## src/verilog/rv_pkg.sv

```systemverilog
/*
  shared types and encodings for the rv32i subset pipeline
  each rtl module pulls these in with a wildcard import in its header
*/
`default_nettype none

package rv_pkg;

  typedef logic [31:0] word_t;      // data or instruction word
  typedef logic [4:0]  reg_addr_t;  // register index
  typedef logic [6:0]  opcode_t;    // major opcode field
  typedef logic [3:0]  alu_fn_t;    // internal alu function
  typedef logic [1:0]  fwd_sel_t;   // operand source in execute

  localparam opcode_t OPC_OP     = 7'b0110011;
  localparam opcode_t OPC_OP_IMM = 7'b0010011;
  localparam opcode_t OPC_LOAD   = 7'b0000011;
  localparam opcode_t OPC_STORE  = 7'b0100011;
  localparam opcode_t OPC_SYSTEM = 7'b1110011;  // ecall only

  localparam alu_fn_t ALU_ADD = 4'd0;
  localparam alu_fn_t ALU_SUB = 4'd1;
  localparam alu_fn_t ALU_AND = 4'd2;
  localparam alu_fn_t ALU_OR  = 4'd3;
  localparam alu_fn_t ALU_XOR = 4'd4;
  localparam alu_fn_t ALU_SLT = 4'd5;  // signed compare
  localparam alu_fn_t ALU_SLL = 4'd6;
  localparam alu_fn_t ALU_SRL = 4'd7;

  localparam fwd_sel_t FWD_RF  = 2'd0;  // value read in decode
  localparam fwd_sel_t FWD_WB  = 2'd1;  // memory/writeback result
  localparam fwd_sel_t FWD_MEM = 2'd2;  // execute/memory alu result

endpackage

`default_nettype wire

```

## src/verilog/rv_decoder.sv

```systemverilog
/*
  main control for the supported opcodes plus the sign-extended immediate
  anything outside the subset comes out as a bubble with no control bits
*/
`default_nettype none

module rv_decoder import rv_pkg::*; (
  input  word_t     inst,
  output reg_addr_t rs1,
  output reg_addr_t rs2,
  output reg_addr_t rd,
  output logic      uses_rs1,
  output logic      uses_rs2,
  output logic      reg_write,
  output logic      alu_src_imm,
  output logic      mem_read,
  output logic      mem_write,
  output logic      is_ecall,
  output word_t     imm
);

  opcode_t opcode;

  assign opcode = inst[6:0];
  assign rs1    = inst[19:15];
  assign rs2    = inst[24:20];
  assign rd     = inst[11:7];

  always_comb begin
    uses_rs1    = 1'b0;
    uses_rs2    = 1'b0;
    reg_write   = 1'b0;
    alu_src_imm = 1'b0;
    mem_read    = 1'b0;
    mem_write   = 1'b0;
    is_ecall    = 1'b0;
    case (opcode)
      OPC_OP: begin
        uses_rs1  = 1'b1;
        uses_rs2  = 1'b1;
        reg_write = 1'b1;
      end
      OPC_OP_IMM: begin
        uses_rs1    = 1'b1;
        reg_write   = 1'b1;
        alu_src_imm = 1'b1;
      end
      OPC_LOAD: begin
        uses_rs1    = 1'b1;
        reg_write   = 1'b1;
        alu_src_imm = 1'b1;
        mem_read    = 1'b1;
      end
      OPC_STORE: begin
        uses_rs1    = 1'b1;
        uses_rs2    = 1'b1;  // store data
        alu_src_imm = 1'b1;
        mem_write   = 1'b1;
      end
      OPC_SYSTEM: begin
        is_ecall = (inst[14:12] == 3'b000);
      end
      default: begin
      end
    endcase
  end

  // s-type splits the offset around rd
  assign imm = (opcode == OPC_STORE) ? {{20{inst[31]}}, inst[31:25], inst[11:7]}
                                     : {{20{inst[31]}}, inst[31:20]};

endmodule

`default_nettype wire

```

## config.mk

```make
export PLATFORM = sky130hd
export DESIGN_NAME = rv_decoder
export DESIGN_NICKNAME = d
export VERILOG_FILES = /design/src/verilog/rv_pkg.sv /design/src/verilog/rv_decoder.sv
export SDC_FILE = /design/constraint.sdc
export NUM_CORES = 1
export LEC_CHECK = 0
export BUFFER_PORTS_ARGS = -buffer_cell sky130_fd_sc_hd__buf_2
export CAP_MARGIN = 20
export CORE_AREA = 2 2 45 47
export DETAILED_ROUTE_END_ITERATION = 12
export DIE_AREA = 0 0 47 49
export PLACE_DENSITY = 0.8
export SLEW_MARGIN = 30
export SYNTH_ARGS = -nofsm -noshare
export SYNTH_HDL_FRONTEND = slang
export SYNTH_SLANG_ARGS = --single-unit
```

## constraint.sdc

```tcl
create_clock -name vclk -period 1.3
set_clock_uncertainty 0.05 [all_clocks]
set_input_delay 0.13 -clock vclk [all_inputs]
set_output_delay 0.13 -clock vclk [all_outputs]
set_load 0.02 [all_outputs]
```

==> results.py <==
metrics = {
    "layout": {
        "fin_nets": 96,
        "layout-drive-gt1-share": 0.839,
        "num-clock-buffers": 0,
        "fin_util": 0.234,
        "seq_cells": 0,
        "layout_common_cells": "buf_2, inv_1, mux2_2",
        "seq_area_um2": 0,
        "layout_commonest_cell": "buf_2",
        "syn_to_final_growth_pct": -6.78,
        "antenna_cells": 0,
        "fin_cells": 89,
    },
    "logic_synthesis": {
        "avgSynthCellArea_um2": 7.57,
        "yosysSeqAreaShare": 0,
        "ys.warnings.count": 0,
        "synth_area_leaders": "buf_4, mux2_2, nand4_4",
        "synth_top_area_frac": 0.683,
        "yosysTopAreaCell": "buf_4",
        "synthesis.area_um2": 462,
        "yosysUniqueCellTypes": 11,
        "syn_nets": 93,
        "postSynthCellCount": 61,
    },
    "clock_network": {
        "holdBufCountCts": 0,
        "cts_setup_buffers": 0,
    },
    "worst_hold_path": {
        "hold_end": "imm[8]",
        "min-delay-path-class": "in -> out",
        "worstHoldStart": "inst[28]",
        "hold_depth": 0,
    },
    "worst_setup_path": {
        "critical_path.top_delay_family": "simple AND/OR/NAND/NOR gates",
        "crit_required_ns": 1.12,
        "cp_common_cell": "buf_6",
        "path_cells": "buf_6, and4bb_2, nand4_4, mux2_4, buf_6",
        "slowest_delay_ns": 0.34,
        "crit_type": "in -> out",
        "cp_slowest_cell": "mux2_4",
        "crit_arrival_ns": 1.16,
        "crit_buf_inv": 2,
        "cp-end-kind": "output pin",
        "start_kind": "input pin",
        "critPathMaxFanout": 6,
    },
    "global_routing": {
        "grt_first_pass_wirelength_mm": 1.24,
        "grt_max_degree": 22,
        "grt_antenna_before_repair": 0,
        "grt_pass1_vias": 294,
        "grt_use_total": 0.0674,
        "grt_overflow": 0,
    },
    "floorplanning": {
        "fp.dieArea_mm2": 0.00230,
        "ioPinCount": 86,
        "fp.coreArea_mm2": 0.00184,
        "std_cell_rows": 16,
        "die_x_um": 47,
        "start_util": 0.251,
        "die-height_um": 49,
    },
    "timing": {
        "hold_violations": 0,
        "slew_violations": 0,
        "setup_slack_ns": -0.0391,
        "slew_headroom": 0.885,
        "worst_pin_slew_ns": 0.172,
        "final-setup-viol-count": 5,
        "fmax_ghz": 0.747,
        "post-route-min-period_ns": 1.34,
        "rsz0062_at_grt": "true",
        "fin_crit_sh": 1.03,
    },
    "routing": {
        "drt_iter0_drc": 1,
        "ant_nets": 0,
        "vias_per_cell": 3.73,
        "wl_per_cell_um": 10.0,
        "vias": 332,
        "wl_um": 892,
        "drc": 0,
        "drt_first_pass_iters": 3,
    },
    "run_status": {
        "outcome": "finished, violations left",
        "failed_checks": "negative setup slack",
    },
    "pwr": {
        "p_clk_frac": 0,
        "internal_power_mw": 0.0563,
        "irDropWorstVdd_v": 0.0000817,
        "p_sw_mw": 0.0691,
        "power.density_mw_per_mm2": 291,
        "p_seq_frac": 0,
        "p_sw_frac": 0.551,
        "leakage_nw": 0.270,
        "comb_power_share": 1.000,
    },
    "placement": {
        "gp_congestion": 0.639,
        "place_ws_ns": -0.0734,
        "placed_cells": 89,
        "dp_hpwl_um": 774,
        "io_buffer_count": 42,
    },
    "flow_run": {
        "maxCapViolations": 0,
    },
}
power groups by stage:
stage                     clock (mW)  sequential, mW  combinational, mW
after floorplan                    0               0              0.221
after global placement             0               0              0.115
after detailed placement           0               0              0.117
after CTS                          0               0              0.118
after global routing               0               0              0.134
final                              0               0              0.125
worst max-delay path by stage:
stage / from / endpoint / slack [ns] / cells past startpoint
after floorplan: inst[2] / mem_read / 0.08 / 3
final: inst[3] / imm[1] / -0.04 / 5
after CTS: inst[2] / imm[3] / -0.04 / 5
after global routing: inst[3] / imm[1] / -0.07 / 5
after detailed placement: inst[2] / imm[3] / -0.07 / 5
after global placement: inst[2] / imm[2] / -0.05 / 5
through the flow:
step | TNS, ns | power, mW | instance area (um^2) | hold slack, ns
2_1_floorplan | 0 | 0.221 | 462 | 0.293
3_3_place_gp | -0.248 | 0.115 | 398 | 0.210
3_5_place_dp | -0.356 | 0.117 | 398 | 0.210
4_1_cts | -0.217 | 0.118 | 398 | 0.210
5_1_grt | -0.368 | 0.134 | 430 | 0.210
6_report | -0.143 | 0.125 | 430 | 0.210
synthesized netlist by cell type:
master / count
and3_2: 1
nor2_1: 1
nand4_1: 1
nand2_1: 1
nor3_1: 2
nand4_4: 1
inv_1: 4
buf_4: 42
mux2_2: 5
and4bb_2: 1
a21oi_1: 2
cells by family after synthesis:
logic type | synth area share
compound gates | 0.0217
buf+inv | 0.715
mux | 0.122
simple gates | 0.141
what timing repair did:
item / CTS / global route
resized for setup: 0 / 8
pin swaps: 1 / 1
setup endpoints to repair: 6 / 9
metal layers:
layer	track usage	wire [um]	part of all wire	vias to the layer above
met1	0.0644	307	0.34	143
met2	0.137	458	0.51	32
li1	-	-	-	157
met4	0.00926	0	0	0
met5	0	0	0	-
met3	0.0148	126	0.14	0
area by class of cell:
class,count,area (um^2)
fill,210,1410
multi-input combinational,15,140
timing repair buffer,43,241
inverter,4,15.0
tap,27,33.8
Note: power is estimated with default switching activity, not from simulation.
