--- config.mk ---
export PLATFORM = sky130hd
export DESIGN_NAME = rv_dmem
export DESIGN_NICKNAME = d
export VERILOG_FILES = /design/src/verilog/rv_pkg.sv /design/src/verilog/rv_dmem.sv
export SDC_FILE = /design/constraint.sdc
export NUM_CORES = 2
export LEC_CHECK = 0
export BUFFER_PORTS_ARGS = -buffer_cell sky130_fd_sc_hd__buf_2
export CORE_MARGIN = 5
export CORE_UTILIZATION = 35
export DETAILED_ROUTE_END_ITERATION = 10
export GPL_ROUTABILITY_DRIVEN = 0
export PLACE_DENSITY = 0.56
export RECOVER_POWER = 25
export SLEW_MARGIN = 20
export SYNTH_ARGS = -nofsm -noshare
export SYNTH_HDL_FRONTEND = slang
export SYNTH_SLANG_ARGS = --single-unit
--- constraint.sdc ---
create_clock -name clk -period 2.3 [get_ports clk]
set_clock_uncertainty 0.1 [all_clocks]
set_input_delay 0.115 -clock clk [delete_from_list [all_inputs] [get_ports clk]]
set_output_delay 0.115 -clock clk [all_outputs]
set_load 0.02 [all_outputs]
--- src/verilog/rv_pkg.sv ---
/*
  shared types and encodings for the rv32i subset pipeline
  each rtl module pulls these in with a wildcard import in its header
*/
`default_nettype none

package rv_pkg;

  typedef logic [31:0] word_t;      // data or instruction word
  typedef logic [4:0]  reg_addr_t;  // register index
  typedef logic [6:0]  opcode_t;    // major opcode field
  typedef logic [3:0]  alu_fn_t;    // internal alu function
  typedef logic [1:0]  fwd_sel_t;   // operand source in execute

  localparam opcode_t OPC_OP     = 7'b0110011;
  localparam opcode_t OPC_OP_IMM = 7'b0010011;
  localparam opcode_t OPC_LOAD   = 7'b0000011;
  localparam opcode_t OPC_STORE  = 7'b0100011;
  localparam opcode_t OPC_SYSTEM = 7'b1110011;  // ecall only

  localparam alu_fn_t ALU_ADD = 4'd0;
  localparam alu_fn_t ALU_SUB = 4'd1;
  localparam alu_fn_t ALU_AND = 4'd2;
  localparam alu_fn_t ALU_OR  = 4'd3;
  localparam alu_fn_t ALU_XOR = 4'd4;
  localparam alu_fn_t ALU_SLT = 4'd5;  // signed compare
  localparam alu_fn_t ALU_SLL = 4'd6;
  localparam alu_fn_t ALU_SRL = 4'd7;

  localparam fwd_sel_t FWD_RF  = 2'd0;  // value read in decode
  localparam fwd_sel_t FWD_WB  = 2'd1;  // memory/writeback result
  localparam fwd_sel_t FWD_MEM = 2'd2;  // execute/memory alu result

endpackage

`default_nettype wire

--- src/verilog/rv_dmem.sv ---
/*
  word data memory for lw and sw, single cycle
  reads are combinational, writes land at the clock edge, reset clears it
*/
`default_nettype none

module rv_dmem import rv_pkg::*; #(
  parameter int DMEM_WORDS = 64
) (
  input  logic  clk,
  input  logic  reset,
  input  word_t addr,  // byte address
  input  logic  we,
  input  word_t wdata,
  output word_t rdata
);

  localparam int AW = (DMEM_WORDS > 1) ? $clog2(DMEM_WORDS) : 1;

  word_t mem [DMEM_WORDS];

  always_ff @(posedge clk) begin
    if (reset) begin
      for (int i = 0; i < DMEM_WORDS; i++) begin
        mem[i] <= '0;
      end
    end else if (we) begin
      mem[addr[AW+1:2]] <= wdata;
    end
  end

  assign rdata = mem[addr[AW+1:2]];

  a_store_in_range: assert property (@(posedge clk) disable iff (reset)
    we |-> addr[31:2] < DMEM_WORDS)
    else $error("store to word %0d, depth is %0d", addr[31:2], DMEM_WORDS);

endmodule

`default_nettype wire

==> results by group <==
Global routing
  • Total congestion overflow: 0
  • Initial antenna violation count: 24
  • Vias in the first global route: 60740
  • Pin count of the biggest net entering global routing: 65
  • Overall Global Routing Usage: 0.2234
  • First-pass GRT wire length: 452.3 mm

Yosys
  • Cell Area, Synth: 0.09281 sq mm
  • Predominant post-synthesis flop cell: edfxtp_1
  • Post-synth top area share: 0.6626
  • Seq/Total Area, Yosys: 0.6626
  • Syn nets: 7037
  • Most area-consuming cells after synthesis: edfxtp_1, and2_1, a22oi_1, a221oi_1, clkbuf_1
  • Unique masters post-synth: 57
  • YS warnings: 0
  • Async set-reset flop share out of synthesis: 0
  • Mean Syn Cell Area: 13.32 sq um
  • Post-synth EDFFs: 2048
  • Yosys reg bits: 2048
  • Mapped Cells: 6970
  • Area leader, netlist: edfxtp_1

Die
  • Die H: 524.9 microns
  • # rows: 189
  • Die width: 524.9 microns
  • Core region area: 0.2646 sq mm
  • I/O pins: 99
  • Initial Util: 0.3507
  • Die area: 0.2756 sq mm

Pwr
  • Seq pwr share: 0.506
  • NetSw: 0.02146 W
  • Clk pwr share: 0.391
  • Largest vdd supply drop: 0.6539 mV
  • Sw frac: 0.2495
  • Cell-internal power: 0.06457 W
  • P per Cell Area: 760.5 mW/mm^2
  • LEAKAGE: 39.48 nW
  • Comb pwr share: 0.103

Clock tree
  • Clock root cell: clkbuf_16
  • Clock buffer depth: 3
  • Post-CTS Setup Repair Bufs: 0
  • CTS buffer count: 216
  • Clock slew at reported path FFs: 60 ps
  • CTS tree: yes
  • Clock Sinks: 2048
  • Number of H-tree levels: 4

Timing
  • Tightest Pin Transition: 1206 ps
  • RSZ-0062 raised after global routing: yes
  • Min Tclk post-route: 3833 ps
  • TNS Setup: -422940 ps
  • Final period util: 1.667
  • Slew Limit Fails: 0
  • Worst slew margin: 0.1960
  • Setup WS post-layout: -1533 ps
  • Setup Viol. Count Final: 2698
  • Final Hold Viols: 0
  • Hold_ws: 3.196 ps
  • Achievable frequency: 260.9 MHz

Route
  • Routed WL: 318.6 mm
  • DRC Markers: 0
  • Vias: 61750
  • Initial DRC count: 7118
  • Pre-antenna DRT Iters: 5
  • Vias/cell: 5.558
  • Average wire per standard cell: 28.68 microns
  • Antenna viol nets, final: 0

Critical path
  • Critical path fanouts, max: 33
  • Setup CP Type: in2out
  • Critical Path RT: 2090 ps
  • Crit. End Element: output pin
  • Arr. time, crit path: 3620 ps
  • Startpoint Class: primary input

Place
  • IO Port Bufs: 72
  • DP Worst Slack: -1633 ps
  • HPWL Detailed: 207.3 mm

Cells and area
  • Nets@finish: 7458
  • Largest registers: mem (2048)
  • Largest Register: mem
  • Share of cells above drive strength 1: 0.2385
  • Max reg flops: 2048
  • Area Growth Syn to Fin: 21.88%

Job
  • # Max-Cap Violations: 0

Run status
  • Outcome: finished, violations left
  • Failing checks: setup timing

Worst hold path
  • Worst Hold Class: in2reg
  • Hold path depth: 3
-- final cells by class --
type	count	area (sq um)
Timing Repair Buffer	973	10010
Antenna cell	9	22.52
Clock buffer	262	5578
Tap cell	3533	4420
Multi-Input combinational cell	4149	30440
Fill cell	23820	151500
Sequential cell	2048	61500
Inverter	3	18.77
Clock inverter	133	1130
-- synth_stat cells, drive strengths merged, types with 4 or more instances --
cell     instances
nor4            16
and2          2051
a22oi          374
o22ai          162
o21ai          172
mux2           101
a21oi          136
nand2           80
o211ai          40
or4             16
nor3            43
nand3            7
a31oi            8
mux2i          152
and3             5
buf            204
edfxtp        2048
o221ai          18
a221o           41
o2bb2ai          4
o31ai           13
clkbuf         566
or2             83
nor2           198
a22o            21
nand2b           4
mux4            34
a221oi         293
nor2b            6
or3             16
a211oi          26
-- cell families (layout without fill, tap and decap cells) --
| kind of cell | count (synthesis) | after routing | synth area share |
|---|---|---|---|
| flops | 2048 | 2048 | 0.6626 |
| mux | 287 | 287 | 0.03690 |
| buf+inv | 773 | 1371 | 0.03410 |
| other cells | 0 | 9 | 0 |
| compound gates | 1326 | 1326 | 0.1027 |
| simple gates | 2536 | 2536 | 0.1637 |
-- metrics by stage --
stage                     power (W)    util  cells  area [sq um]
after floorplan             0.04761       -   6970         92890
after global placement      0.05233  0.3950  10700        104500
after detailed placement    0.05244  0.3950  10700        104500
after CTS                   0.08635  0.4271  11110        113000
after global routing        0.08849  0.4274  11110        113100
final                       0.08603  0.4275  11110        113100
-- layout by cell type, fill, tap and decap left out, types with 34 or more instances in the layout --
master and count:
clkbuf_16 217, nor2_1 150, a22oi_2 56, a221oi_1 219, nand2_1 79, o21ai_0 104, and2_0 131, mux2i_1 143
o211ai_1 40, a21oi_1 99, mux4_2 34, and2_1 1918, buf_2 38, clkbuf_1 70, buf_4 585, or2_2 51
o22ai_1 129, nor2_2 46, a221oi_2 66, mux2_2 87, clkinv_1 68, a22oi_1 318, edfxtp_1 2048, a221o_1 41
buf_6 39, buf_12 216
-- timing repair --
action                                  in CTS  in global routing
pin swaps                                   84                 75
endpoints found under the setup margin      32                 32
gates resized for setup                    369                144
endpoints found under the hold margin     1153                  0
hold buffers                                24                  0
-- power by group through the flow --
stage / sequential [W] / combinational, W / clock, W
after floorplan: 0.0440 / 0.00356 / 0
after global placement: 0.0442 / 0.00815 / 0
after detailed placement: 0.0443 / 0.00818 / 0
after CTS: 0.0435 / 0.00872 / 0.0341
after global routing: 0.0437 / 0.00912 / 0.0357
final: 0.0435 / 0.00883 / 0.0337
-- per-layer routing --
layer  global-route usage  share of wire  vias up
li1                     -              -    26620
met1               0.3117           0.41    31860
met2               0.3466           0.45     2719
met3              0.03995          0.086      527
met4              0.08801          0.045       16
met5                    0        0.00037        -
-- worst max-delay path, stage by stage --
cell	delay [ps]
buf_4	480
clkbuf_1	250
inv_6	190
buf_12	210
a221oi_1	270
nor3_2	100
nor4_4	380
buf_4	180
o211ai_1	450
buf_4	330
or3_4	380
buf_6	140
-- path summary, 6_finish.rpt --
check,slack (ps),startpoint,end
max,-1530,addr[4],rdata[9]
min,3,wdata[11],mem[59][11]
Note: power is estimated with default switching activity, not from simulation.
