==> src/verilog/rv_pkg.sv <==
/*
  shared types and encodings for the rv32i subset pipeline
  each rtl module pulls these in with a wildcard import in its header
*/
`default_nettype none

package rv_pkg;

  typedef logic [31:0] word_t;      // data or instruction word
  typedef logic [4:0]  reg_addr_t;  // register index
  typedef logic [6:0]  opcode_t;    // major opcode field
  typedef logic [3:0]  alu_fn_t;    // internal alu function
  typedef logic [1:0]  fwd_sel_t;   // operand source in execute

  localparam opcode_t OPC_OP     = 7'b0110011;
  localparam opcode_t OPC_OP_IMM = 7'b0010011;
  localparam opcode_t OPC_LOAD   = 7'b0000011;
  localparam opcode_t OPC_STORE  = 7'b0100011;
  localparam opcode_t OPC_SYSTEM = 7'b1110011;  // ecall only

  localparam alu_fn_t ALU_ADD = 4'd0;
  localparam alu_fn_t ALU_SUB = 4'd1;
  localparam alu_fn_t ALU_AND = 4'd2;
  localparam alu_fn_t ALU_OR  = 4'd3;
  localparam alu_fn_t ALU_XOR = 4'd4;
  localparam alu_fn_t ALU_SLT = 4'd5;  // signed compare
  localparam alu_fn_t ALU_SLL = 4'd6;
  localparam alu_fn_t ALU_SRL = 4'd7;

  localparam fwd_sel_t FWD_RF  = 2'd0;  // value read in decode
  localparam fwd_sel_t FWD_WB  = 2'd1;  // memory/writeback result
  localparam fwd_sel_t FWD_MEM = 2'd2;  // execute/memory alu result

endpackage

`default_nettype wire

==> src/verilog/rv_regfile.sv <==
/*
  32-entry integer register file with two read ports and one write port
  a read of the register written in the same cycle sees the new value
*/
`default_nettype none

module rv_regfile import rv_pkg::*; (
  input  logic      clk,
  input  logic      reset,
  input  reg_addr_t rs1,
  input  reg_addr_t rs2,
  input  reg_addr_t rd,
  input  logic      we,
  input  word_t     wdata,
  output word_t     rs1_data,
  output word_t     rs2_data
);

  word_t regs [1:31];  // x0 has no storage

  always_ff @(posedge clk) begin
    if (reset) begin
      for (int i = 1; i < 32; i++) begin
        regs[i] <= '0;
      end
    end else if (we && rd != '0) begin
      regs[rd] <= wdata;
    end
  end

  // write-through bypass
  assign rs1_data = (rs1 == '0) ? '0 : (we && rs1 == rd) ? wdata : regs[rs1];
  assign rs2_data = (rs2 == '0) ? '0 : (we && rs2 == rd) ? wdata : regs[rs2];

endmodule

`default_nettype wire

==> config.mk <==
export PLATFORM = sky130hd
export DESIGN_NAME = rv_regfile
export DESIGN_NICKNAME = d
export VERILOG_FILES = /design/src/verilog/rv_pkg.sv /design/src/verilog/rv_regfile.sv
export SDC_FILE = /design/constraint.sdc
export NUM_CORES = 2
export LEC_CHECK = 0
export ABC_AREA = 0
export BUFFER_PORTS_ARGS = -buffer_cell sky130_fd_sc_hd__buf_2
export CAP_MARGIN = 20
export CORE_MARGIN = 2
export CORE_UTILIZATION = 49
export CTS_CLUSTER_SIZE = 25
export DETAILED_ROUTE_END_ITERATION = 6
export GPL_ROUTABILITY_DRIVEN = 0
export PLACE_DENSITY_LB_ADDON = 0.05
export SLEW_MARGIN = 0
export SYNTH_ARGS = -nofsm -noshare
export SYNTH_HDL_FRONTEND = slang
export SYNTH_SLANG_ARGS = --single-unit
export TNS_END_PERCENT = 20
==> constraint.sdc <==
create_clock -name clk -period 2.8 [get_ports clk]
set_input_delay 0.28 -clock clk [delete_from_list [all_inputs] [get_ports clk]]
set_output_delay 0.28 -clock clk [all_outputs]
set_load 0.05 [all_outputs]
==> impl_metrics.toml <==
[cts]
tritoncts_num_sinks = 1024
tritoncts = "built"
path_clk_slew_ns = 0.06
clockRootBuffer = "sky130_fd_sc_hd__clkbuf_16"
cts_inserted_buffers = 113
clock_tree.buffer_depth = 3
h_tree_depth = 3

[power_and_ir_drop]
ir_worst_vdd_v = 0.0004754
power_w = 0.03875
pwrdens_nw_per_um2 = 603.2
p_leak_nw = 22.95

[synth]
netlist_top_cells_area = "sky130_fd_sc_hd__edfxtp_1, sky130_fd_sc_hd__mux4_2, sky130_fd_sc_hd__and2_1"
postSynthRegisterBits = 1024
synthesis.instances = 3801
synth_sequential_area_ratio_pct = 55.85
yosys_warnings = 0
synth-main-ff-cell = "sky130_fd_sc_hd__edfxtp_1"
synth.lib_cells_used.distinct = 52
synth_async_sr_flop_share_pct = 0
synth-edff-count = 1024
syn-cell-area_um2 = 55050
synthesis.area_per_instance_um2 = 14.48
yosys.area.top_type_share_pct = 55.85
yosys.area.top_type = "sky130_fd_sc_hd__edfxtp_1"

[critical_path]
worst_setup_path_endpoint = "rs1_data[13]"
crit_path_max_fanout = 2
worstSetupEndpointType = "output pin"
start_kind = "flop"
timing.critical_path.arrival_ns = 2.65
critPathRequiredTime_ns = 2.52
criticalPathCategory = "flop to output pin"
origin_of_the_worst_setup_path = "regs[31][13]"

[floorplanning]
ioPinCount = 114
dieHeight_um = 339.2
fp.coreArea_um2 = 111100
floorplan.die_area_um2 = 115100
fp.dieW_um = 339.2
floorplan.rows = 122
initial_utilization_pct = 49.54

[timing]
achievable_freq_ghz = 0.3417
grt_setup_unrepaired = "true"
finalSetupViolations = 12
final.min_clock_period_ns = 2.926
tightestPinTransition_ns = 0.9097
slew_limit_fails = 0
final-hold-violation-count = 0
slew_headroom_pct = 38.50
setup_tns_ns = -0.6199
timing.final.crit_share_pct = 104.5
fin_ws_ns = -0.1263

[placed_design]
detailed_placer_s_ending_hpwl_um = 133200
buffer_ports.inserted = 113
place_worst_setup_slack_ns = -0.2136
placedCellCount = 5338

[outcome]
run_status = "finished, violations left"
violations_in_the_final_reports = "setup timing"

[grt]
first_global_vias = 38290
largest_net_degree_at_the_start_of_global_routing = 48
grt_util_all_layers_pct = 37.34
grt_pass1_wl_um = 297700
grt_overflow = 0
grt_antenna_before_repair = 35

[finish]
register_area_um2 = 30750
final_cell_count_no_fill = 5570
largestRegisters = "regs (1024)"
final_nets = 4019
max_flop_register = "regs"
multi_input_comb_area_um2 = 23380
fillCellCount = 8867
post_route_cells_drive_above_1_share_pct = 28.76
finalCoreUtilization_pct = 57.81
largest_reg_flops = 1024
synthToLayoutAreaGrowth_pct = 16.69

[detailed_routing]
firstDrtPassIters = 6
routed_wirelength_um = 216100
final_antenna_net_count = 0
wire_per_inst_um = 38.80
vias_per_cell = 6.865
dr.first_iter.drc_count = 6080
num_vias = 38240
number_of_remaining_drc_errors = 0

[job]
timing.max_cap.violations = 0

[worst_hold_path]
min_delay_worst_type = "input port to flop"
[stage by stage]
step,area (um^2),hold WS [ns]
final,64240,0.07271
after detailed placement,59900,0.6902
after global routing,64210,0.07621
after floorplan,55170,0.3789
after global placement,59890,0.6802
after CTS,63930,0.02451
[placed cells by master, fill, tap and decap left out, types with 11 or more instances in the layout]
cell	netlist	final
sky130_fd_sc_hd__mux2i_1	330	322
sky130_fd_sc_hd__buf_2	56	54
sky130_fd_sc_hd__mux4_2	375	375
sky130_fd_sc_hd__nor2_1	49	14
sky130_fd_sc_hd__a22oi_2	0	28
sky130_fd_sc_hd__buf_4	30	244
sky130_fd_sc_hd__o21ai_1	49	46
sky130_fd_sc_hd__clkinv_2	0	22
sky130_fd_sc_hd__a221oi_1	27	27
sky130_fd_sc_hd__clkbuf_16	0	115
sky130_fd_sc_hd__a32o_2	0	23
sky130_fd_sc_hd__a22oi_1	107	79
sky130_fd_sc_hd__and2_1	994	994
sky130_fd_sc_hd__clkbuf_1	281	27
sky130_fd_sc_hd__edfxtp_1	1024	1024
sky130_fd_sc_hd__nor2_4	0	34
sky130_fd_sc_hd__clkinv_1	2	33
sky130_fd_sc_hd__buf_6	26	11
sky130_fd_sc_hd__o221ai_1	38	36
sky130_fd_sc_hd__o22ai_1	37	36
sky130_fd_sc_hd__nand2_1	64	60
sky130_fd_sc_hd__o221a_1	15	11
sky130_fd_sc_hd__diode_2	0	18
sky130_fd_sc_hd__o21ai_0	14	11
sky130_fd_sc_hd__conb_1	1	32
sky130_fd_sc_hd__a211oi_1	32	13
sky130_fd_sc_hd__a21oi_1	64	50
sky130_fd_sc_hd__a21oi_2	0	14
sky130_fd_sc_hd__or2_2	32	33
sky130_fd_sc_hd__nand3_1	13	13
sky130_fd_sc_hd__buf_12	0	112
sky130_fd_sc_hd__a211oi_2	0	19
[critical path, stage by stage, from the launching register on]
cell and delay (ns):
sky130_fd_sc_hd__edfxtp_1 0.42, sky130_fd_sc_hd__mux4_2 0.49, sky130_fd_sc_hd__a22oi_2 0.16, sky130_fd_sc_hd__buf_4 0.15, sky130_fd_sc_hd__a21oi_2 0.05, sky130_fd_sc_hd__a221o_1 0.34
sky130_fd_sc_hd__buf_12 0.17, sky130_fd_sc_hd__buf_12 0.14
[power by group]
group | leakage [nW] | internal [W] | switching, W
sequential | 9.75 | 0.0177 | 0.000444
combinational | 11.5 | 0.00243 | 0.00366
clock | 1.72 | 0.00814 | 0.00636
[synth_stat cells, types with 13 or more instances]
cell                       instances
sky130_fd_sc_hd__nand3_1          13
sky130_fd_sc_hd__o21ai_0          14
sky130_fd_sc_hd__a22oi_1         107
sky130_fd_sc_hd__edfxtp_1       1024
sky130_fd_sc_hd__mux4_2          375
sky130_fd_sc_hd__buf_4            30
sky130_fd_sc_hd__mux2i_1         330
sky130_fd_sc_hd__nand2_1          64
sky130_fd_sc_hd__o221ai_1         38
sky130_fd_sc_hd__a211oi_1         32
sky130_fd_sc_hd__buf_2            56
sky130_fd_sc_hd__and2_1          994
sky130_fd_sc_hd__o21ai_1          49
sky130_fd_sc_hd__a21oi_1          64
sky130_fd_sc_hd__buf_1            19
sky130_fd_sc_hd__nor2_1           49
sky130_fd_sc_hd__o221a_1          15
sky130_fd_sc_hd__a32o_1           32
sky130_fd_sc_hd__or2_2            32
sky130_fd_sc_hd__a221oi_1         27
sky130_fd_sc_hd__clkbuf_1        281
sky130_fd_sc_hd__buf_6            26
sky130_fd_sc_hd__o22ai_1          37
[layer usage]
metal  track usage (%)  share of wire [%]  vias to the layer above
met5                 0              0.012                        -
met4             20.25                5.8                        4
met3             9.700                 13                      599
met2             55.84                 45                     2990
met1             50.20                 37                    19670
li1                  -                  -                    14970
[repair_timing]
action                                  4_1_cts  5_1_grt
hold buffers                                  4        0
pin swaps                                    45       20
cloned                                        0        0
hold endpoints to repair                      9        0
setup buffers                                 2        1
endpoints found under the setup margin       53       53
resized for setup                           128       59
[final cells by class]
type / instances / area share (%)
clock buffer: 142 / 4.637
antenna: 18 / 0.07011
sequential: 1024 / 47.86
multi-input combinational: 2394 / 36.40
tap: 1488 / 2.898
inverter: 2 / 0.01169
timing repair buffer: 434 / 7.294
clock inverter: 68 / 0.8277
[cells by family (layout without fill, tap and decap cells)]
| group | count (synthesis) | in the layout | synth area share, % |
|---|---|---|---|
| DFF | 1024 | 1024 | 55.85 |
| muxes | 711 | 711 | 21.46 |
| and+or+nand+nor | 1184 | 1184 | 12.98 |
| xor gates and xnor gates | 10 | 10 | 0.1591 |
| AOI/OAI and AO/OA | 457 | 457 | 6.032 |
| buffers and inverters | 414 | 646 | 3.509 |
| other | 1 | 50 | 0.006811 |
[how the worst min path moves through the flow]
| stage | start | end | slack, ns | cells past startpoint |
|---|---|---|---|---|
| detailed placement | wdata[21] | regs[0][21] | 0.69 | 1 |
| CTS | wdata[16] | regs[0][16] | 0.02 | 1 |
| global route | wdata[16] | regs[0][16] | 0.08 | 1 |
| finish | wdata[27] | regs[0][27] | 0.07 | 1 |
| global placement | wdata[21] | regs[0][21] | 0.68 | 1 |
| floorplan | wdata[0] | regs[0][0] | 0.38 | 0 |
Note: power is estimated with default switching activity, not from simulation.
