`src/verilog/rv_pkg.sv`:
```
/*
  shared types and encodings for the rv32i subset pipeline
  each rtl module pulls these in with a wildcard import in its header
*/
`default_nettype none

package rv_pkg;

  typedef logic [31:0] word_t;      // data or instruction word
  typedef logic [4:0]  reg_addr_t;  // register index
  typedef logic [6:0]  opcode_t;    // major opcode field
  typedef logic [3:0]  alu_fn_t;    // internal alu function
  typedef logic [1:0]  fwd_sel_t;   // operand source in execute

  localparam opcode_t OPC_OP     = 7'b0110011;
  localparam opcode_t OPC_OP_IMM = 7'b0010011;
  localparam opcode_t OPC_LOAD   = 7'b0000011;
  localparam opcode_t OPC_STORE  = 7'b0100011;
  localparam opcode_t OPC_SYSTEM = 7'b1110011;  // ecall only

  localparam alu_fn_t ALU_ADD = 4'd0;
  localparam alu_fn_t ALU_SUB = 4'd1;
  localparam alu_fn_t ALU_AND = 4'd2;
  localparam alu_fn_t ALU_OR  = 4'd3;
  localparam alu_fn_t ALU_XOR = 4'd4;
  localparam alu_fn_t ALU_SLT = 4'd5;  // signed compare
  localparam alu_fn_t ALU_SLL = 4'd6;
  localparam alu_fn_t ALU_SRL = 4'd7;

  localparam fwd_sel_t FWD_RF  = 2'd0;  // value read in decode
  localparam fwd_sel_t FWD_WB  = 2'd1;  // memory/writeback result
  localparam fwd_sel_t FWD_MEM = 2'd2;  // execute/memory alu result

endpackage

`default_nettype wire

```
`src/verilog/rv_alu.sv`:
```
/*
  alu function control and datapath for the execute stage
  loads and stores use add for the address, other opcodes decode funct bits
*/
`default_nettype none

module rv_alu import rv_pkg::*; (
  input  opcode_t    opcode,
  input  logic [2:0] funct3,
  input  logic       funct7_5,
  input  word_t      a,
  input  word_t      b,
  output word_t      result
);

  alu_fn_t fn;
  logic    arith;   // op or op-imm
  logic    fn_ok;

  assign arith = (opcode == OPC_OP) || (opcode == OPC_OP_IMM);

  always_comb begin
    fn    = ALU_ADD;
    fn_ok = 1'b1;
    if (arith) begin
      case (funct3)
        3'b000:  fn = (opcode == OPC_OP && funct7_5) ? ALU_SUB : ALU_ADD;
        3'b111:  fn = ALU_AND;
        3'b110:  fn = ALU_OR;
        3'b100:  fn = ALU_XOR;
        3'b010:  fn = ALU_SLT;
        3'b001:  fn = ALU_SLL;
        3'b101:  fn = ALU_SRL;
        default: fn_ok = 1'b0;  // sltu
      endcase
      // no immediate shifts and no sra in this subset
      if (opcode == OPC_OP_IMM && (funct3 == 3'b001 || funct3 == 3'b101)) begin
        fn_ok = 1'b0;
      end
      if (opcode == OPC_OP && funct7_5 && funct3 != 3'b000) begin
        fn_ok = 1'b0;
      end
    end
  end

  always_comb begin
    case (fn)
      ALU_SUB: result = a - b;
      ALU_AND: result = a & b;
      ALU_OR:  result = a | b;
      ALU_XOR: result = a ^ b;
      ALU_SLT: result = {31'b0, $signed(a) < $signed(b)};
      ALU_SLL: result = a << b[4:0];
      ALU_SRL: result = a >> b[4:0];
      default: result = a + b;
    endcase
  end

  a_fn_defined: assert final ($isunknown(opcode) || !arith || fn_ok)
    else $error("no alu function for opcode %b funct3 %b", opcode, funct3);

endmodule

`default_nettype wire

```
`config.mk`:
```
export PLATFORM = sky130hd
export DESIGN_NAME = rv_alu
export DESIGN_NICKNAME = d
export VERILOG_FILES = /design/src/verilog/rv_pkg.sv /design/src/verilog/rv_alu.sv
export SDC_FILE = /design/constraint.sdc
export NUM_CORES = 1
export LEC_CHECK = 0
export BUFFER_PORTS_ARGS = -buffer_cell sky130_fd_sc_hd__buf_2
export CORE_ASPECT_RATIO = 1.4
export CORE_MARGIN = 1
export CORE_UTILIZATION = 30
export DETAILED_ROUTE_END_ITERATION = 6
export GPL_ROUTABILITY_DRIVEN = 0
export PLACE_DENSITY = 0.48
export SLEW_MARGIN = 25
export SYNTH_ARGS = -nofsm -noshare
export SYNTH_HDL_FRONTEND = slang
export SYNTH_SLANG_ARGS = --single-unit
export TNS_END_PERCENT = 10
```
`constraint.sdc`:
```
create_clock -name vclk -period 7.9
set_clock_uncertainty 0.1 [all_clocks]
set_input_delay 0.79 -clock vclk [all_inputs]
set_output_delay 0.79 -clock vclk [all_outputs]
set_load 0.01 [all_outputs]
```
==> reports/results.md <==
| Metric | Reported | Unit |
| --- | --- | --- |
| Gate count of the mapped netlist | 1263 | - |
| Startpoint type of the worst setup path | primary input | - |
| Initial detailed-routing violation count | 954 | - |
| Count of synthesis-stage warnings from yosys | 0 | - |
| Final Net Count | 1466 | - |
| Crit path cell chain | buf_4 > ha_1 > inv_1 > fa_1 > nor2b_1 > o2111ai_1 > nand4b_1 > a21boi_1 > o21ai_1 > a221o_1 > a41o_1 > o221ai_1 > a21o_1 > buf_2 | - |
| Max Cap Violations | 0 | - |
| Number of instances resized during post-cts repair | 0 | - |
| Fillers | 3228 | - |
| Leakage power of the design | 4.14 | nW |
| Cell count after placement | 1665 | - |
| Remaining antenna violation count | 0 | - |
| Beginning of the worst hold path | b[7] | - |
| Ratio of routed vias to standard cells | 6.42 | - |
| Die area | 0.0301 | mm² |
| Number of clock buffers in the layout | 0 | - |
| Most common library cell in the layout ignoring fill and taps | sky130_fd_sc_hd__nand2_1 | - |
| Post-synthesis to final-layout area growth | 8.11 | % |
| Synthesized net count | 1437 | - |
| Area of the placeable core | 0.0287 | mm² |
| DRC violation count after routing | 0 | - |
| Antenna diode count | 0 | - |
| Period utilisation layout | 0.705 | - |
| Cell variety after synth | 83 | - |
| Hold Fails Final Rpt | 0 | - |
| Via count of the first global-routing pass | 10.1k | - |
| Row Count | 73 | - |
| Die Y-Extent | 205 | µm |
| Power density over the cells | 73.1 | mW/mm² |
| I/O pin cnt | 107 | - |
| RSZ-0062 raised after global routing | false | - |
| Pin count of the biggest net entering global routing | 71 | - |
| Post-layout util | 0.332 | - |
| FF+latch count | 0 | - |
| Final setup violation count | 0 | - |
| Starting Density | 0.307 | - |
| Ranking of synthesized cells by area | sky130_fd_sc_hd__ha_1, sky130_fd_sc_hd__mux4_2, sky130_fd_sc_hd__a21oi_1 | - |
| Number of max-slew violations in the final report | 0 | - |
| Worst Path Class, Setup | in2out | - |
| Worst slew slack as a fraction of its limit | 0.328 | - |
| Routed WL | 44200 | µm |
| Overall fraction of global-route tracks in use | 0.286 | - |
| Class of the tightest hold or removal check | in2out | - |
| WP data arrival | 4.68 | ns |
| Highest fanout seen on the critical path | 69 | - |
| Endpoint kind of the worst setup timing path | output pin | - |
| Number of antenna violations at the first check in global routing | 0 | - |
| Footprint of the multi-input gates | 0.00799 | mm² |
| Highest Clock Rate | 179 | MHz |
| Result of the run | finished, final reports clean | - |
| Area leader, netlist | sky130_fd_sc_hd__ha_1 | - |
| Post-detail-place hpwl | 33700 | µm |
| Cell class contributing the biggest share of worst-path delay | compound AO/OA/AOI/OAI gates | - |
| Worst-Margin Slew | 0.998 | ns |
| Required @ worst endpoint | 7.01 | ns |
| Setup fix buffers added after clock tree synthesis | 0 | - |
| Post-synth top area share | 0.138 | - |
| Max rail drop VDD | 0.0313 | mV |
| Crit path buffers/inverters | 3 | - |
| Fin crit period | 5.57 | ns |
| Sequential share of the synthesized area | 0 | - |
| Setup_tns | 0 | ns |
| Commonest cells after routing, fill and taps aside | sky130_fd_sc_hd__nand2_1, sky130_fd_sc_hd__a21oi_1, sky130_fd_sc_hd__buf_2 | - |
| Start point of the critical path | b[0] | - |
| Hold bufs inserted after CTS | 0 | - |
| Vias post-DR | 10.7k | - |
| Cell with the largest stage delay on the worst path | sky130_fd_sc_hd__buf_4 | - |
| Power after layout | 0.000697 | W |
| Worst slack on hold paths | 2.14 | ns |
| Cell area after synthesis | 0.00881 | mm² |
| Overflow left after global routing | 0 | - |
| Largest stage delay on the critical path | 0.68 | ns |
| Die width | 147 | µm |
| DR pass1 iterations | 6 | - |
| Average detailed-routed wire length per instance | 26.5 | µm |
| Port Buf Inserts | 107 | - |
| Storage cell area | 0 | µm² |
| Layout cell share with drive strength beyond 1 | 0.162 | - |
| First-pass GRT wire length | 65000 | µm |
| Synthesized area per cell | 6.98 | µm² |
| Final Non-Filler Cells | 1665 | - |
## where the power goes
group | switching [W] | leakage [nW] | internal (W)
Clock | 0 | 0 | 0
Sequential | 0 | 0 | 0
Combinational | 0.000443 | 4.14 | 0.000253
## logic make-up after synthesis
| logic type | after synthesis | share of synthesized area |
|---|---|---|
| AO/OA/AOI/OAI | 441 | 0.341 |
| AND/OR/NAND/NOR | 402 | 0.214 |
| XOR/XNOR | 5 | 0.00497 |
| adder cells (fa/ha/maj) | 99 | 0.142 |
| buffers and inverters | 202 | 0.0964 |
| multiplexers | 114 | 0.201 |
## through the flow
| stage | instance area, µm² | setup WS, ns |
|---|---|---|
| detailed placement | 9530 | 2.41 |
| global route | 9530 | 2.15 |
| finish | 9530 | 2.33 |
| CTS | 9530 | 2.40 |
| floorplan | 8810 | 2.91 |
| global placement | 9530 | 2.50 |
## layout make-up
class | count | share of cell area
inverters | 102 | 0.0402
well taps | 375 | 0.0492
multi-input cells | 1061 | 0.838
repair buffers | 127 | 0.0722
## per-layer routing
layer | GRT usage | routed length [µm] | vias to the layer above
met2 | 0.474 | 20000 | 674
met4 | 0.206 | 3820 | 0
met3 | 0.0394 | 3880 | 165
met5 | 0 | 0 | -
met1 | 0.339 | 16400 | 5036
li1 | - | - | 4808
## synthesized netlist by cell type, types with 5 or more instances
| library cell | count |
|---|---|
| sky130_fd_sc_hd__o31ai_1 | 10 |
| sky130_fd_sc_hd__or3_1 | 11 |
| sky130_fd_sc_hd__nor2b_1 | 15 |
| sky130_fd_sc_hd__o221ai_1 | 12 |
| sky130_fd_sc_hd__ha_1 | 97 |
| sky130_fd_sc_hd__a211oi_1 | 26 |
| sky130_fd_sc_hd__a21oi_1 | 109 |
| sky130_fd_sc_hd__a31oi_1 | 12 |
| sky130_fd_sc_hd__nand2b_1 | 15 |
| sky130_fd_sc_hd__inv_1 | 102 |
| sky130_fd_sc_hd__o21bai_1 | 14 |
| sky130_fd_sc_hd__a221o_1 | 10 |
| sky130_fd_sc_hd__a22oi_1 | 17 |
| sky130_fd_sc_hd__nand3b_1 | 5 |
| sky130_fd_sc_hd__mux4_2 | 47 |
| sky130_fd_sc_hd__buf_4 | 5 |
| sky130_fd_sc_hd__nor3b_1 | 5 |
| sky130_fd_sc_hd__clkbuf_1 | 55 |
| sky130_fd_sc_hd__and3_1 | 13 |
| sky130_fd_sc_hd__o22ai_1 | 22 |
| sky130_fd_sc_hd__buf_2 | 25 |
| sky130_fd_sc_hd__mux2_2 | 11 |
| sky130_fd_sc_hd__nor2_1 | 104 |
| sky130_fd_sc_hd__mux2i_1 | 53 |
| sky130_fd_sc_hd__a221oi_1 | 10 |
| sky130_fd_sc_hd__and2_1 | 5 |
| sky130_fd_sc_hd__nand2_1 | 135 |
| sky130_fd_sc_hd__nand3_1 | 30 |
| sky130_fd_sc_hd__o211ai_1 | 20 |
| sky130_fd_sc_hd__a2bb2oi_1 | 5 |
| sky130_fd_sc_hd__o21ai_0 | 72 |
| sky130_fd_sc_hd__xnor2_1 | 5 |
| sky130_fd_sc_hd__a21o_1 | 15 |
| sky130_fd_sc_hd__nor4_1 | 11 |
| sky130_fd_sc_hd__o211a_1 | 5 |
| sky130_fd_sc_hd__o21a_1 | 10 |
| sky130_fd_sc_hd__nor3_1 | 27 |
| sky130_fd_sc_hd__or2_2 | 7 |
| sky130_fd_sc_hd__nand4_1 | 11 |
| sky130_fd_sc_hd__o32ai_1 | 5 |
| sky130_fd_sc_hd__buf_1 | 10 |
| sky130_fd_sc_hd__a211o_1 | 10 |
| sky130_fd_sc_hd__o2111ai_1 | 9 |
## worst paths after layout
kind / cells after the start / endpoint / slack [ns]
worst max-delay path: 14 / result[28] / 2.33
worst min-delay path: 5 / result[8] / 2.14
Power figures use the tool's default switching activity.
