$ cat config.mk
export PLATFORM = sky130hd
export DESIGN_NAME = rv_hazard_unit
export DESIGN_NICKNAME = d
export VERILOG_FILES = /design/src/verilog/rv_pkg.sv /design/src/verilog/rv_hazard_unit.sv
export SDC_FILE = /design/constraint.sdc
export NUM_CORES = 1
export LEC_CHECK = 0
export BUFFER_PORTS_ARGS = -buffer_cell sky130_fd_sc_hd__buf_2
export CAP_MARGIN = 20
export CORE_AREA = 4 4 41 43
export DETAILED_ROUTE_END_ITERATION = 10
export DIE_AREA = 0 0 45 47
export PLACE_DENSITY_LB_ADDON = 0.15
export SLEW_MARGIN = 20
export SYNTH_ARGS = -nofsm -noshare
export SYNTH_HDL_FRONTEND = slang
export SYNTH_SLANG_ARGS = --single-unit
export TNS_END_PERCENT = 10
$ cat constraint.sdc
create_clock -name vclk -period 1.53
set_input_delay 0.306 -clock vclk [all_inputs]
set_output_delay 0.306 -clock vclk [all_outputs]
set_load 0.05 [all_outputs]
$ cat src/verilog/rv_pkg.sv
/*
  shared types and encodings for the rv32i subset pipeline
  each rtl module pulls these in with a wildcard import in its header
*/
`default_nettype none

package rv_pkg;

  typedef logic [31:0] word_t;      // data or instruction word
  typedef logic [4:0]  reg_addr_t;  // register index
  typedef logic [6:0]  opcode_t;    // major opcode field
  typedef logic [3:0]  alu_fn_t;    // internal alu function
  typedef logic [1:0]  fwd_sel_t;   // operand source in execute

  localparam opcode_t OPC_OP     = 7'b0110011;
  localparam opcode_t OPC_OP_IMM = 7'b0010011;
  localparam opcode_t OPC_LOAD   = 7'b0000011;
  localparam opcode_t OPC_STORE  = 7'b0100011;
  localparam opcode_t OPC_SYSTEM = 7'b1110011;  // ecall only

  localparam alu_fn_t ALU_ADD = 4'd0;
  localparam alu_fn_t ALU_SUB = 4'd1;
  localparam alu_fn_t ALU_AND = 4'd2;
  localparam alu_fn_t ALU_OR  = 4'd3;
  localparam alu_fn_t ALU_XOR = 4'd4;
  localparam alu_fn_t ALU_SLT = 4'd5;  // signed compare
  localparam alu_fn_t ALU_SLL = 4'd6;
  localparam alu_fn_t ALU_SRL = 4'd7;

  localparam fwd_sel_t FWD_RF  = 2'd0;  // value read in decode
  localparam fwd_sel_t FWD_WB  = 2'd1;  // memory/writeback result
  localparam fwd_sel_t FWD_MEM = 2'd2;  // execute/memory alu result

endpackage

`default_nettype wire

$ cat src/verilog/rv_hazard_unit.sv
/*
  forwarding selects for the execute operands and the load-use stall
  the newest producer wins, and x0 never forwards
*/
`default_nettype none

module rv_hazard_unit import rv_pkg::*; (
  input  reg_addr_t id_rs1,
  input  reg_addr_t id_rs2,
  input  logic      id_uses_rs1,
  input  logic      id_uses_rs2,
  input  reg_addr_t ex_rs1,
  input  reg_addr_t ex_rs2,
  input  reg_addr_t ex_rd,
  input  logic      ex_mem_read,
  input  reg_addr_t mem_rd,
  input  logic      mem_reg_write,
  input  reg_addr_t wb_rd,
  input  logic      wb_reg_write,
  output fwd_sel_t  fwd_a,
  output fwd_sel_t  fwd_b,
  output logic      stall
);

  function automatic fwd_sel_t src_sel(reg_addr_t src);
    if (mem_reg_write && mem_rd != '0 && mem_rd == src) begin
      return FWD_MEM;
    end
    if (wb_reg_write && wb_rd != '0 && wb_rd == src) begin
      return FWD_WB;
    end
    return FWD_RF;
  endfunction

  assign fwd_a = src_sel(ex_rs1);
  assign fwd_b = src_sel(ex_rs2);  // also the store data

  // load result is not ready until writeback, so hold decode one cycle
  assign stall = ex_mem_read && ex_rd != '0 &&
                 ((id_uses_rs1 && id_rs1 == ex_rd) || (id_uses_rs2 && id_rs2 == ex_rd));

endmodule

`default_nettype wire

==> flow_metrics.env, run 1 <==
export IMPL_outcome="complete, but fails checks"
export IMPL_failed_checks="setup timing"
export IMPL_crit_chain="buf_2 -> or4_1 -> o21ai_1 -> or4_4 -> nor4_4 -> buf_6"
export IMPL_post_synth_main_area_contributors="sky130_fd_sc_hd__xor2_1, sky130_fd_sc_hd__xnor2_1, sky130_fd_sc_hd__or4_1"
export IMPL_whs_endpoint="stall"
export IMPL_max_slew_margin_rel=0.770
export IMPL_yosysWarningCount=0
export IMPL_insertedDiodeCount=0
export IMPL_worst_path_buffer_plus_inverter_count=2
export IMPL_worst_setup_path_type="in -> out"
export IMPL_power_per_cell_area_nw_per_um2=268
export IMPL_mappedNetlistNets=89
export IMPL_min_period_ns=1.92
export IMPL_static_leakage_power_nw=0.427
export IMPL_die_x_um=45
export IMPL_detailroute_via_count=610
export IMPL_path_delay_family="simple AND/OR/NAND/NOR gates"
export IMPL_areaGrowthSynthToFinish_pct=131
export IMPL_initial_core_util=0.303
export IMPL_grt_pass1_vias=599
export IMPL_drive_above_1_share=0.658
export IMPL_report_final_setup_viol=5
export IMPL_dieArea_um2=2120
export IMPL_portBuffers=45
export IMPL_maxCapViolCount=0
export IMPL_groute_usage_overall=0.156
export IMPL_timing_final_ws_setup_ns=-0.391
export IMPL_cp_max_fo=3
export IMPL_timing_critical_path_required_ns=1.22
export IMPL_unrepaired_setup_endpoints_after_global_routing="yes"
export IMPL_routed_wire_length_per_instance_um=12.5
export IMPL_slew_violations=0
export IMPL_design_final_nets=156
export IMPL_drtPass1Iterations=4
export IMPL_fin_total_pwr_w=0.000244
export IMPL_fp_dieH_um=47
export IMPL_first_pass_grt_wire_length_um=2500
export IMPL_syn_area_um2=394
export IMPL_grt_remaining_overflow=0
export IMPL_vdd_ir_drop_worst_mv=0.148
export IMPL_largest_net_degree_at_the_start_of_global_routing=4
export IMPL_core_area_um2=1300
export IMPL_synth_area_leader_cell="sky130_fd_sc_hd__xor2_1"
export IMPL_hold_class="in -> out"
export IMPL_dp_hpwl_um=1500
export IMPL_drt_antenna_violating_nets=0
export IMPL_critical_path_depth=6
export IMPL_fmax_mhz=521
export IMPL_drt_iter0_drc=6
export IMPL_layout_area_seq_um2=0
export IMPL_crit_path_top_delay_cell="sky130_fd_sc_hd__or4_4"
export IMPL_final_clkbuf_count=0
export IMPL_grt_antenna_before_repair=0
export IMPL_drt_total_wl_um=1620
export IMPL_timing_critical_path_arrival_ns=1.61
export IMPL_worst_hold_path_num_cells=4
export IMPL_tns_ns=-1.37
export IMPL_synth_largest_type_area_fraction=0.489
export IMPL_end_kind="primary output"
export IMPL_placementRows=13
export IMPL_remaining_drc_errors=0
export IMPL_worstHoldStart="ex_mem_read"
export IMPL_floorplan_io_pins=45
export IMPL_timing_critical_path_from="wb_rd[3]"
export IMPL_critical_path_max_stage_delay_ns=0.55
export IMPL_seq_cells=0
export IMPL_worstSetupStartpointType="input port"
export IMPL_synth_sequential_area_ratio=0
export IMPL_place_gp_congestion=0.819
export IMPL_tightest_slew_ns=0.342
export IMPL_yosysUniqueCellTypes=10
export IMPL_mean_instance_size_in_the_synthesized_netlist_um2=8.04
export IMPL_syn_instance_count=49
export IMPL_cts_hold_repair_buffers=0
export IMPL_min_period_over_period=1.26
export IMPL_finalHoldViolCount=0
export IMPL_vias_per_cell=4.73
export IMPL_nFillCells=125
==> kinds of logic (layout without fill, tap and decap cells) <==
logic type | count (synthesis) | count (layout) | synth area share
AND/OR/NAND/NOR | 15 | 15 | 0.273
XOR/XNOR | 30 | 30 | 0.667
buffers and inverters | 0 | 65 | 0
AO/OA/AOI/OAI | 4 | 4 | 0.0603
==> placed cells by master (no fill, tap or decap), types with 2 or more instances in the layout <==
master	count
sky130_fd_sc_hd__buf_4	22
sky130_fd_sc_hd__or4_1	2
sky130_fd_sc_hd__nor4_2	2
sky130_fd_sc_hd__nor4_4	4
sky130_fd_sc_hd__nand3_1	4
sky130_fd_sc_hd__or4_4	3
sky130_fd_sc_hd__xnor2_1	8
sky130_fd_sc_hd__buf_6	6
sky130_fd_sc_hd__xor2_1	22
sky130_fd_sc_hd__buf_2	37
==> synthesized netlist by cell type <==
| library cell | count |
|---|---|
| sky130_fd_sc_hd__a21oi_1 | 1 |
| sky130_fd_sc_hd__nand3_1 | 4 |
| sky130_fd_sc_hd__nor4_1 | 4 |
| sky130_fd_sc_hd__nor4_2 | 2 |
| sky130_fd_sc_hd__o21ai_0 | 1 |
| sky130_fd_sc_hd__o21ai_1 | 1 |
| sky130_fd_sc_hd__o21ai_2 | 1 |
| sky130_fd_sc_hd__or4_1 | 5 |
| sky130_fd_sc_hd__xnor2_1 | 8 |
| sky130_fd_sc_hd__xor2_1 | 22 |
==> layer usage <==
layer,GRT usage,wire length (um)
met1,0.175,579
met5,0,0
met4,0.0117,0
met3,0.00383,127
met2,0.331,911
==> metrics by stage <==
step                      hold WS, ns  std cells   util  instance area [um^2]  worst slack (ns)
after floorplan                 0.783         49      -                   453            -0.524
after global placement           1.01        129  0.651                   847            -0.502
after detailed placement         1.01        129  0.651                   847            -0.515
after CTS                       0.996        129  0.670                   872            -0.399
after global routing             1.02        129  0.699                   910            -0.444
final                            1.01        129  0.699                   910            -0.391
==> report_power, final <==
| group | leakage, nW | total (W) | internal [W] | switching [W] |
|---|---|---|---|---|
| Clock | 0 | 0 | 0 | 0 |
| Sequential | 0 | 0 | 0 | 0 |
| Combinational | 0.427 | 0.000244 | 0.000129 | 0.000115 |
| Total | 0.427 | 0.000244 | 0.000129 | 0.000115 |
==> worst max-delay path by stage <==
stage / endpoint / slack [ns]
2_1_floorplan: fwd_a[0] / -0.52
3_3_place_gp: fwd_a[0] / -0.50
3_5_place_dp: fwd_a[0] / -0.51
4_1_cts: fwd_b[0] / -0.40
5_1_grt: fwd_b[0] / -0.44
6_report: fwd_b[0] / -0.39
==> area by class of cell <==
cell class	instances	area (um^2)	area share
multi-input combinational	49	473	0.520
tap	15	18.8	0.0206
timing repair buffer	65	418	0.459
==> repair_timing <==
action | in CTS | in global routing
pin swaps | 1 | 4
buffers inserted | 0 | 0
gates resized for setup | 8 | 9
endpoints found under the setup margin | 5 | 5
Note: power is estimated with default switching activity, not from simulation.
==> run 2: changes to the inputs <==
Settings changed: ABC_CLOCK_PERIOD_IN_PS set to 1530, CORE_AREA 4 4 41 43 to 8 8 45 47, DIE_AREA 0 0 45 47 to 0 0 53 55, GPL_ROUTABILITY_DRIVEN set to 0.
==> flow_metrics.env, run 2 (synthesis gave the netlist of run 1 again) <==
export IMPL_outcome="complete, but fails checks"
export IMPL_failed_checks="setup timing"
export IMPL_placementRows=14
export IMPL_groute_usage_overall=0.109
export IMPL_first_pass_grt_wire_length_um=2570
export IMPL_nFillCells=109
export IMPL_mostFrequentLayoutCells="sky130_fd_sc_hd__buf_2, sky130_fd_sc_hd__xor2_1, sky130_fd_sc_hd__buf_4"
export IMPL_largest_net_degree_at_the_start_of_global_routing=4
export IMPL_crit_chain="buf_6 -> or4_4 -> o21ai_4 -> nor4_4 -> nor4_4 -> buf_6"
export IMPL_final_clkbuf_count=0
export IMPL_grt_remaining_overflow=0
export IMPL_tightest_slew_ns=0.324
export IMPL_tns_ns=-1.62
export IMPL_timing_critical_path_required_ns=1.22
export IMPL_detailroute_via_count=589
export IMPL_die_x_um=53
export IMPL_finalHoldViolCount=0
export IMPL_worstSetupStartpointType="input port"
export IMPL_design_final_nets=155
export IMPL_core_area_um2=1380
export IMPL_grt_pass1_vias=658
export IMPL_drtPass1Iterations=3
export IMPL_maxCapViolCount=0
export IMPL_preCtsSetupSlack_ns=-0.527
export IMPL_min_period_ns=1.99
export IMPL_fp_dieH_um=55
export IMPL_critical_path_max_stage_delay_ns=0.54
export IMPL_areaGrowthSynthToFinish_pct=132
export IMPL_portBuffers=45
export IMPL_drt_total_wl_um=1680
export IMPL_static_leakage_power_nw=0.433
export IMPL_timing_critical_path_arrival_ns=1.68
export IMPL_dp_hpwl_um=1480
export IMPL_drt_iter0_drc=1
export IMPL_seq_cells=0
export IMPL_report_final_setup_viol=5
export IMPL_timing_final_ws_setup_ns=-0.455
export IMPL_drive_above_1_share=0.681
export IMPL_layout_cells_most_common="sky130_fd_sc_hd__buf_2"
export IMPL_vias_per_cell=4.57
export IMPL_max_slew_margin_rel=0.782
export IMPL_unrepaired_setup_endpoints_after_global_routing="yes"
export IMPL_insertedDiodeCount=0
export IMPL_vdd_ir_drop_worst_mv=0.117
export IMPL_worst_setup_path_type="in -> out"
export IMPL_cp_max_fo=2
export IMPL_final_cell_area_um2=913
export IMPL_end_kind="primary output"
export IMPL_remaining_drc_errors=0
export IMPL_detailed_place_area_um2=826
export IMPL_dieArea_um2=2920
export IMPL_floorplan_io_pins=45
export IMPL_routed_wire_length_per_instance_um=13.0
export IMPL_hold_class="in -> out"
export IMPL_initial_core_util=0.285
export IMPL_fmax_mhz=504
export IMPL_power_per_cell_area_nw_per_um2=265
export IMPL_multiInputGateArea_um2=490
export IMPL_crit_path_top_delay_cell="sky130_fd_sc_hd__or4_4"
export IMPL_slew_violations=0
export IMPL_drt_antenna_violating_nets=0
export IMPL_cts_hold_repair_buffers=0
export IMPL_min_period_over_period=1.30
export IMPL_layout_area_seq_um2=0
export IMPL_grt_antenna_before_repair=0
==> run 2: cell types whose count changed in the layout (fill, tap and decap cells not counted), moves of 2 or more <==
| cell | change |
|---|---|
| sky130_fd_sc_hd__buf_4 | -4 |
| sky130_fd_sc_hd__buf_2 | +3 |
| sky130_fd_sc_hd__xnor2_2 | +2 |
| sky130_fd_sc_hd__xnor2_1 | -2 |
==> run 2: final timing paths <==
| kind | start | to | slack (ns) | cells past startpoint |
|---|---|---|---|---|
| max | mem_rd[4] | fwd_b[0] | -0.46 | 6 |
| min | id_uses_rs2 | stall | 0.99 | 4 |
==> run 2: layout make-up <==
class | count | share of cell area
Tap cell | 16 | 0.0219
Multi-Input combinational cell | 49 | 0.537
Timing Repair Buffer | 64 | 0.441
==> run 2: layer usage <==
metal	vias to the layer above	track usage	wire, um	share of wire
met5	-	0	0	0
li1	307	-	-	-
met2	25	0.207	889	0.53
met3	2	0.0294	159	0.095
met4	0	0.0216	8	0.0048
met1	255	0.118	623	0.37
==> run 2: timing repair <==
item | in CTS | in global routing
gates resized for setup | 9 | 9
buffers inserted | 0 | 2
gates cloned | 0 | 0
endpoints found under the setup margin | 5 | 5
pin swaps | 1 | 9
==> run 2: worst max-delay path, delay by kind of cell <==
family | cells | cell delay (ns)
AO/OA/AOI/OAI | 1 | 0.18
AND/OR/NAND/NOR | 3 | 0.90
buffers and inverters | 2 | 0.28
==> run 2: report_power, final <==
part | switching, W | total, W | internal (W)
Sequential | 0 | 0 | 0
Combinational | 0.000113 | 0.000242 | 0.000129
Clock | 0 | 0 | 0
==> run 2: metrics by stage <==
stage | total power [W] | util | hold WS (ns) | cells
after floorplan | 0.0000965 | - | 0.783 | 49
after global placement | 0.000216 | 0.597 | 1.01 | 127
after detailed placement | 0.000219 | 0.597 | 1.02 | 127
after CTS | 0.000228 | 0.619 | 1.00 | 127
after global routing | 0.000263 | 0.660 | 1.02 | 129
final | 0.000242 | 0.660 | 0.990 | 129
==> run 3: changes to the inputs <==
--- a/config.mk
+++ b/config.mk
@@ -14,4 +14,5 @@
 export GPL_ROUTABILITY_DRIVEN = 0
 export PLACE_DENSITY_LB_ADDON = 0.15
+export RECOVER_POWER = 25
 export SLEW_MARGIN = 20
 export SYNTH_ARGS = -nofsm -noshare
==> constraint.sdc (replaced) <==
create_clock -name vclk -period 1.53
set_input_delay 0.153 -clock vclk [all_inputs]
set_output_delay 0.153 -clock vclk [all_outputs]
set_load 0.05 [all_outputs]
==> flow_metrics.env, run 3 (synthesis gave the netlist of run 1 again) <==
export IMPL_final_core_utilization=0.606
export IMPL_core_area_um2=1380
export IMPL_outcome="complete, but fails checks"
export IMPL_first_pass_grt_wire_length_um=2510
export IMPL_maxCapViolCount=0
export IMPL_floorplan_io_pins=45
export IMPL_path_delay_family="simple AND/OR/NAND/NOR gates"
export IMPL_fp_dieH_um=55
export IMPL_vdd_ir_drop_worst_mv=0.114
export IMPL_detailroute_via_count=561
export IMPL_final_clkbuf_count=0
export IMPL_largest_net_degree_at_the_start_of_global_routing=4
export IMPL_timing_final_ws_setup_ns=-0.0843
export IMPL_layout_cells_most_common="sky130_fd_sc_hd__buf_2"
export IMPL_drt_antenna_violating_nets=0
export IMPL_finalHoldViolCount=0
export IMPL_mostFrequentLayoutCells="sky130_fd_sc_hd__buf_2, sky130_fd_sc_hd__xor2_1, sky130_fd_sc_hd__buf_4"
export IMPL_die_x_um=53
export IMPL_tightest_slew_ns=0.320
export IMPL_fin_total_pwr_w=0.000220
export IMPL_timing_critical_path_required_ns=1.38
export IMPL_areaGrowthSynthToFinish_pct=113
export IMPL_placementRows=14
export IMPL_tns_ns=-0.161
export IMPL_drt_iter0_drc=6
export IMPL_failed_checks="setup timing"
export IMPL_hold_class="in -> out"
export IMPL_fmax_mhz=619
export IMPL_grt_pass1_vias=639
export IMPL_min_period_over_period=1.06
export IMPL_crit_chain="buf_2 -> xor2_1 -> or4_4 -> nor4_4 -> buf_6"
export IMPL_worstSetupStartpointType="input port"
export IMPL_seq_cells=0
export IMPL_final_instance_count_excl_fill=123
export IMPL_vias_per_cell=4.56
export IMPL_min_period_ns=1.61
export IMPL_routed_wire_length_per_instance_um=13.3
export IMPL_max_slew_margin_rel=0.785
export IMPL_portBuffers=45
export IMPL_dp_hpwl_um=1540
export IMPL_crit_path_top_delay_cell="sky130_fd_sc_hd__or4_4"
export IMPL_drive_above_1_share=0.626
export IMPL_remaining_drc_errors=0
export IMPL_timing_critical_path_arrival_ns=1.46
export IMPL_end_kind="primary output"
export IMPL_cp_max_fo=2
export IMPL_worst_hold_slack_across_all_endpoints_ns=0.710
export IMPL_drt_total_wl_um=1640
export IMPL_unrepaired_setup_endpoints_after_global_routing="yes"
export IMPL_slew_violations=0
export IMPL_static_leakage_power_nw=0.395
export IMPL_initial_core_util=0.285
export IMPL_worst_setup_path_type="in -> out"
export IMPL_insertedDiodeCount=0
export IMPL_drtPass1Iterations=3
export IMPL_dieArea_um2=2920
export IMPL_design_final_nets=149
export IMPL_report_final_setup_viol=2
export IMPL_power_per_cell_area_nw_per_um2=262
export IMPL_grt_antenna_before_repair=0
export IMPL_critical_path_max_stage_delay_ns=0.54
export IMPL_dp_cells=123
export IMPL_worst_path_buffer_plus_inverter_count=2
export IMPL_grt_remaining_overflow=0
export IMPL_groute_usage_overall=0.107
export IMPL_layout_area_seq_um2=0
[run 3: power breakdown]
part / switching [W] / internal, W / total [W]
Combinational: 0.000104 / 0.000116 / 0.000220
Clock: 0 / 0 / 0
Sequential: 0 / 0 / 0
[run 3: final cells by class]
type | count | area, um^2
Multi-Input combinational cell | 49 | 468
Timing Repair Buffer | 58 | 350
Tap cell | 16 | 20.0
Fill cell | 136 | 546
[run 3: path summary, 6_finish.rpt]
path / start / endpoint / slack, ns / depth (start not counted)
worst min-delay path: ex_mem_read / stall / 0.71 / 4
worst max-delay path: ex_rs2[4] / fwd_b[0] / -0.08 / 5
[run 3: layer usage]
metal	track usage	vias up	part of all wire
met2	0.232	23	0.56
met4	0	0	0
met3	0.0294	0	0.089
met1	0.0995	244	0.35
met5	0	-	0
li1	-	294	-
[run 3: metrics by stage]
stage	setup WS, ns	instance area (um^2)
6_report	-0.0843	838
3_5_place_dp	-0.215	796
5_1_grt	-0.109	838
4_1_cts	-0.0894	818
3_3_place_gp	-0.203	796
2_1_floorplan	-0.218	453
[run 3: tightest hold or removal path, cell delays in order]
cell,delay [ns]
sky130_fd_sc_hd__buf_2,0.09
sky130_fd_sc_hd__o21ai_0,0.06
sky130_fd_sc_hd__a21oi_1,0.05
sky130_fd_sc_hd__buf_2,0.20
[run 3: repair_timing]
action | in CTS | in global routing
buffers inserted | 0 | 0
endpoints found under the setup margin | 4 | 4
pin swaps | 2 | 3
resized for setup | 7 | 6
hold buffers | 0 | 0
